### src/hdl/guitar_pkg.sv
`default_nettype none

package guitar_pkg;

    localparam int NUM_STRINGS = 6;    // standard six-string neck
    localparam int FRET_W      = 5;    // enough for frets 0..31

    // slot number of each open string, lowest string first
    // a note on string s sits at fret (slot - offset)
    localparam int STRING_OFFSET [NUM_STRINGS] = '{0, 5, 10, 15, 19, 24};

    // one fret number
    typedef logic [FRET_W-1:0] fret_t;

    // frets of all strings, string 5 (highest) in the top bits
    typedef fret_t [NUM_STRINGS-1:0] string_frets_t;

    // one valid bit per string
    typedef logic [NUM_STRINGS-1:0] string_mask_t;

    // where a note can be played on the neck
    typedef struct packed {
        string_mask_t  fret_en;    // string can reach the note
        string_frets_t fret;       // fret per string, 0 when unreachable
    } chord_t;

endpackage : guitar_pkg

`default_nettype wire
### src/hdl/match_pkg.sv
`default_nettype none

package match_pkg;

    localparam int TIME_W = 16;    // song clock width

    // song clock and note time stamps share one format
    typedef logic [TIME_W-1:0] song_time_t;

    // slot number, up to 64 slots
    typedef logic [5:0] note_idx_t;

    // stage 1 result
    typedef struct packed {
        logic       valid;        // some trigger was set
        note_idx_t  note;         // highest triggered slot
        song_time_t note_time;    // time stamp of that slot
        song_time_t song_time;    // song clock sampled with it
    } note_pick_t;

    // registered output of the serializer
    typedef struct packed {
        logic               match_en;     // a note was matched this cycle
        song_time_t         match_dt;     // distance to the song clock
        song_time_t         fret_time;    // note time stamp
        guitar_pkg::chord_t chord;        // strings and frets for the note
    } match_result_t;

endpackage : match_pkg

`default_nettype wire

### src/hdl/buffer_serializer.sv
`timescale 1ns/10ps
`default_nettype none

module buffer_serializer #(
    parameter int NUM_NOTES = 37,
    parameter int MAX_FRET  = 17
) (
    input  wire                                        clk,
    input  wire                                        rst_n,
    input  wire  match_pkg::song_time_t                song_time,
    input  wire  [NUM_NOTES-1:0]                       match_trigger,
    input  wire  match_pkg::song_time_t [NUM_NOTES-1:0] match_time,
    output match_pkg::match_result_t                   match
);

    import match_pkg::*;

    note_pick_t pick;    // stage 1 result, one cycle after the triggers

    note_selector #(
        .NUM_NOTES (NUM_NOTES)
    ) i_note_selector (
        .clk           (clk),
        .rst_n         (rst_n),
        .song_time     (song_time),
        .match_trigger (match_trigger),
        .match_time    (match_time),
        .pick          (pick)
    );

    // second register, result two edges after the triggers
    match_output_stage #(
        .NUM_NOTES (NUM_NOTES),
        .MAX_FRET  (MAX_FRET)
    ) i_match_output_stage (
        .clk   (clk),
        .rst_n (rst_n),
        .pick  (pick),
        .match (match)
    );

endmodule : buffer_serializer

`default_nettype wire

### src/hdl/match_output_stage.sv
`timescale 1ns/10ps
`default_nettype none

module match_output_stage #(
    parameter int NUM_NOTES = 37,
    parameter int MAX_FRET  = 17
) (
    input  wire                        clk,
    input  wire                        rst_n,
    input  wire match_pkg::note_pick_t pick,
    output match_pkg::match_result_t   match
);

    import match_pkg::*;
    import guitar_pkg::*;

    chord_t        chord;         // frets of the picked slot
    song_time_t    dt;            // |song_time - note_time|
    match_result_t match_next;

    fret_mapper #(
        .NUM_NOTES (NUM_NOTES),
        .MAX_FRET  (MAX_FRET)
    ) i_fret_mapper (
        .note  (pick.note),
        .chord (chord)
    );

    // absolute distance, note may be early or late
    always_comb begin
        if (pick.song_time >= pick.note_time) begin
            dt = pick.song_time - pick.note_time;
        end else begin
            dt = pick.note_time - pick.song_time;
        end
    end

    always_comb begin
        match_next = '0;    // idle cycle gives all-zero result
        if (pick.valid) begin
            match_next.match_en  = 1'b1;
            match_next.match_dt  = dt;
            match_next.fret_time = pick.note_time;
            match_next.chord     = chord;
        end
    end

    always_ff @(posedge clk or negedge rst_n) begin
        if (!rst_n) begin
            match <= '0;
        end else begin
            match <= match_next;
        end
    end

endmodule : match_output_stage

`default_nettype wire

### src/hdl/fret_mapper.sv
`timescale 1ns/10ps
`default_nettype none

module fret_mapper #(
    parameter int NUM_NOTES = 37,
    parameter int MAX_FRET  = 17
) (
    input  wire match_pkg::note_idx_t note,
    output guitar_pkg::chord_t        chord
);

    import guitar_pkg::*;

    logic in_range;    // slot exists in the note buffer

    assign in_range = (int'(note) < NUM_NOTES);

    // Each string covers a window of MAX_FRET+1 slots starting at its
    // open-note offset. Strings outside their window show fret 0.
    always_comb begin
        chord = '0;
        for (int s = 0; s < NUM_STRINGS; s++) begin
            int rel;
            rel = int'(note) - STRING_OFFSET[s];    // fret on string s
            if (in_range && rel >= 0 && rel <= MAX_FRET) begin
                chord.fret_en[s] = 1'b1;
                chord.fret[s]    = fret_t'(rel);
            end
        end
    end

endmodule : fret_mapper

`default_nettype wire

### src/hdl/note_selector.sv
`timescale 1ns/10ps
`default_nettype none

module note_selector #(
    parameter int NUM_NOTES = 37
) (
    input  wire                                        clk,
    input  wire                                        rst_n,
    input  wire  match_pkg::song_time_t                song_time,
    input  wire  [NUM_NOTES-1:0]                       match_trigger,
    input  wire  match_pkg::song_time_t [NUM_NOTES-1:0] match_time,
    output match_pkg::note_pick_t                      pick
);

    import match_pkg::*;

    logic       hit;          // any trigger set this cycle
    note_idx_t  hit_idx;      // highest triggered slot
    note_pick_t pick_next;

    // priority scan, higher slots overwrite lower ones
    always_comb begin
        hit     = 1'b0;
        hit_idx = '0;
        for (int i = 0; i < NUM_NOTES; i++) begin
            if (match_trigger[i]) begin
                hit     = 1'b1;
                hit_idx = note_idx_t'(i);
            end
        end
    end

    // all fields stay zero on an idle cycle
    always_comb begin
        pick_next = '0;
        if (hit) begin
            pick_next.valid     = 1'b1;
            pick_next.note      = hit_idx;
            pick_next.note_time = match_time[hit_idx];   // time of the winning slot
            pick_next.song_time = song_time;             // sampled in the same cycle
        end
    end

    always_ff @(posedge clk or negedge rst_n) begin
        if (!rst_n) begin
            pick <= '0;
        end else begin
            pick <= pick_next;
        end
    end

endmodule : note_selector

`default_nettype wire

### config.mk
export PLATFORM = sky130hd
export DESIGN_NAME = buffer_serializer
export DESIGN_NICKNAME = d
export VERILOG_FILES = /design/src/hdl/guitar_pkg.sv /design/src/hdl/match_pkg.sv /design/src/hdl/buffer_serializer.sv /design/src/hdl/match_output_stage.sv /design/src/hdl/fret_mapper.sv /design/src/hdl/note_selector.sv
export SDC_FILE = /design/constraint.sdc
export NUM_CORES = 1
export LEC_CHECK = 0
export ABC_AREA = 1
export BUFFER_PORTS_ARGS = -buffer_cell sky130_fd_sc_hd__buf_2
export CORE_AREA = 5 5 274 276
export DETAILED_ROUTE_END_ITERATION = 16
export DIE_AREA = 0 0 279 281
export GPL_ROUTABILITY_DRIVEN = 0
export GPL_TIMING_DRIVEN = 1
export PLACE_DENSITY_LB_ADDON = 0.08
export SLEW_MARGIN = 20
export SYNTH_ARGS = -nofsm -noshare
export SYNTH_HDL_FRONTEND = slang
export SYNTH_SLANG_ARGS = --single-unit
### constraint.sdc
create_clock -name clk -period 4.4 [get_ports clk]
set_input_delay 0.88 -clock clk [delete_from_list [all_inputs] [get_ports clk]]
set_output_delay 0.88 -clock clk [all_outputs]
set_load 0.02 [all_outputs]
==> impl_metrics.env <==
export IMPL_clkLatencyLatePin_ns=0.38
export IMPL_p_per_area_nw_per_um2=236
export IMPL_grt_max_degree=109
export IMPL_synth_simple_gate_area_frac=0.445
export IMPL_wl_per_cell_um=22.3
export IMPL_synth_area_mux_share=0.00248
export IMPL_drc_errors=0
export IMPL_grt_pass1_vias=17876
export IMPL_synth_top_family_by_area="simple AND/OR/NAND/NOR gates"
export IMPL_clock_skew_ns=0.0134
export IMPL_fin_area_sq_um=17700
export IMPL_cts_root_buf="clkbuf_16"
export IMPL_rows=99
export IMPL_start_util=0.168
export IMPL_grt_use_met3=0.0346
export IMPL_drive_gt1_frac=0.302
export IMPL_max_cap_violations=0
export IMPL_die_w_um=279
export IMPL_worst_pin_slew_ns=0.848
export IMPL_hold_viol_final=0
export IMPL_drt_initial_drc_count=1025
export IMPL_viasPerCell=4.49
export IMPL_worst_path_largest_cell_delay_ns=0.20
export IMPL_wl_um=84800
export IMPL_io_pins=716
export IMPL_grt_pass1_wl_um=120000
export IMPL_yosysSeqAreaShare=0.223
export IMPL_reg2reg_slack_ns=0.83
export IMPL_leakagePower_nw=9.87
export IMPL_synth_cell_types=45
export IMPL_use_met1=0.253
export IMPL_rsz0062_at_grt="false"
export IMPL_finalSetupTns_ns=0
export IMPL_worst_slack_ns=0.443
export IMPL_arrival_ns=4.27
export IMPL_fp_dieH_um=281
export IMPL_dominantRegCellSynth="dfrtp_1"
export IMPL_async_reset_ff_frac=1.00
export IMPL_yosys_warnings=0
export IMPL_status="completed"
export IMPL_post_dp_cell_area_sq_um=17300
export IMPL_critPathSlowestCell="buf_12"
export IMPL_top_usage_layer="met2"
export IMPL_hp_class="primary input to async pin"
export IMPL_globalRouteOverflowTotal=0
export IMPL_numPortBuffers=715
export IMPL_max_clock_path_buffers=2
export IMPL_crit_required_ns=4.71
export IMPL_power_mw=4.17
export IMPL_post_cts_repair_setup_buffers=0
export IMPL_relSlewSlack=0.435
export IMPL_postCtsHoldBufs=0
export IMPL_cp_common_cell="nand2_1"
export IMPL_ant_nets=0
export IMPL_ys_seq_elements=108
export IMPL_vias=17058
export IMPL_first_pass_iters=5
export IMPL_clock_fmax_mhz=253
export IMPL_htree_levels=3
export IMPL_synth_edf_count=0
export IMPL_finalSetupViolations=0
export IMPL_critical_path_class="primary input to register"
export IMPL_coreArea_sq_um=72300
export IMPL_ctsResizeCount=0
export IMPL_grt_total_usage=0.204
export IMPL_place_hpwl_um=71400
export IMPL_met2_usage=0.374
export IMPL_syn_nets=2825
export IMPL_pre_cts_ws_ns=-0.110
export IMPL_die_area_sq_um=78400
export IMPL_cts_tree="done"
export IMPL_ir_drop_uv=236
export IMPL_synthAdderAreaFrac=0.0528
export IMPL_cts_buffers=9
export IMPL_synth_compound_area_frac=0.149
export IMPL_path_max_fanout=23
export IMPL_syn_inst=2128
export IMPL_drv_slew=0
export IMPL_clock_sinks=108
export IMPL_synth_xor_area_frac=0.00939
export IMPL_synth_cell_area_sq_um=12100
export IMPL_avgSynthCellArea_sq_um=5.70
export IMPL_area_delta_synth_final_pct=45.8
export IMPL_fin_crit_sh=0.899
export IMPL_critPathLaunchType="primary input"
export IMPL_fin_nets=3513
export IMPL_nFillCells=8435
export IMPL_crit_path_end_kind="register"
export IMPL_period_needed_ns=3.96
export IMPL_antenna_found_initial=25
export IMPL_clk_pin_slew_ns=0.08
area by class of cell:
class / count / area, sq um / area share
Multi-Input combinational cell: 1678 / 8060 / 0.456
Timing Repair Buffer: 819 / 4590 / 0.260
Sequential cell: 108 / 2700 / 0.153
Tap cell: 959 / 1200 / 0.0679
Inverter: 200 / 763 / 0.0432
Clock buffer: 9 / 225 / 0.0127
Clock inverter: 7 / 97.6 / 0.00552
Antenna cell: 16 / 40.0 / 0.00227
stage by stage:
stage | utilization | hold WS [ns] | instances
floorplan | - | 0.390 | 2128
global placement | 0.239 | 0.573 | 3764
global route | 0.244 | 0.628 | 3793
detailed placement | 0.239 | 0.576 | 3764
finish | 0.244 | 0.582 | 3796
CTS | 0.244 | 0.603 | 3780
flip-flops by register name (all words and copies together), names as in the netlist:
name and flops:
i_match_output_stage.match 69, i_note_selector.pick 39
power breakdown:
group          internal (mW)  leakage (nW)  switching (mW)  total [mW]
registers               1.12          1.34          0.0922        1.21
clock network          0.457         0.156           0.448       0.905
logic                  0.774          8.38            1.28        2.06
total                   2.35          9.87            1.82        4.17
Yosys cell counts, drive strengths merged, types with 4 or more instances:
cell,instances,share of area
nand3,407,0.17
nor2,140,0.043
inv,198,0.061
dfrtp,108,0.22
xor2,11,0.0079
ha,48,0.050
o21a,7,0.0043
buf,73,0.035
clkbuf,69,0.021
nor3,7,0.0029
a31oi,10,0.0052
nand3b,16,0.0099
o211ai,4,0.0025
o21ai,33,0.014
nand2,696,0.22
a21oi,263,0.11
worst paths after layout:
kind | from | to | cells past startpoint
worst max-delay path | match_trigger[2] | i_note_selector.pick[31]$_DFF_PN0_ | 47
worst min-delay path | rst_n | i_match_output_stage.match[18]$_DFF_PN0_ | 1
worst max register to register | i_note_selector.pick[25]$_DFF_PN0_ | i_match_output_stage.match[67]$_DFF_PN0_ | 14
worst min register to register | i_note_selector.pick[31]$_DFF_PN0_ | i_match_output_stage.match[51]$_DFF_PN0_ | 2
max in group asynchronous | rst_n | i_note_selector.pick[9]$_DFF_PN0_ | 2
min in group clk | i_note_selector.pick[31]$_DFF_PN0_ | i_match_output_stage.match[51]$_DFF_PN0_ | 2
layer usage:
layer / wire, um / up-vias / part of all wire
met3: 4800 / 66 / 0.057
li1: - / 8325 / -
met2: 43500 / 619 / 0.51
met4: 1190 / 14 / 0.014
met5: 81 / - / 0.00095
met1: 35300 / 8034 / 0.42
cells by family after synthesis:
| logic type | after synthesis |
|---|---|
| flip-flops | 108 |
| AO/OA/AOI/OAI | 338 |
| AND/OR/NAND/NOR | 1274 |
| XOR/XNOR | 13 |
| buffers and inverters | 342 |
| multiplexers | 3 |
| adder cells (fa/ha/maj) | 50 |
cells in the final DEF, fill, tap and decap left out, types with 3 or more instances in the layout:
cell / n
a21oi_1: 257
a21oi_2: 4
a31oi_1: 10
buf_12: 18
buf_2: 714
buf_4: 87
clkbuf_16: 9
clkinv_1: 3
clkinv_4: 3
dfrtp_1: 108
diode_2: 16
ha_1: 48
inv_1: 192
mux2i_1: 3
nand2_1: 694
nand3_1: 407
nand3b_1: 16
nand4_1: 3
nor2_1: 139
nor3_1: 7
o211ai_1: 4
o21a_1: 7
o21ai_0: 33
o221a_2: 3
o31ai_1: 3
xor2_1: 11
worst max-delay path: cells and delay by family:
kind,cells,cell delay [ns]
buf+inv,5,0.67
simple gates,42,2.69
Power figures use the tool's default switching activity.
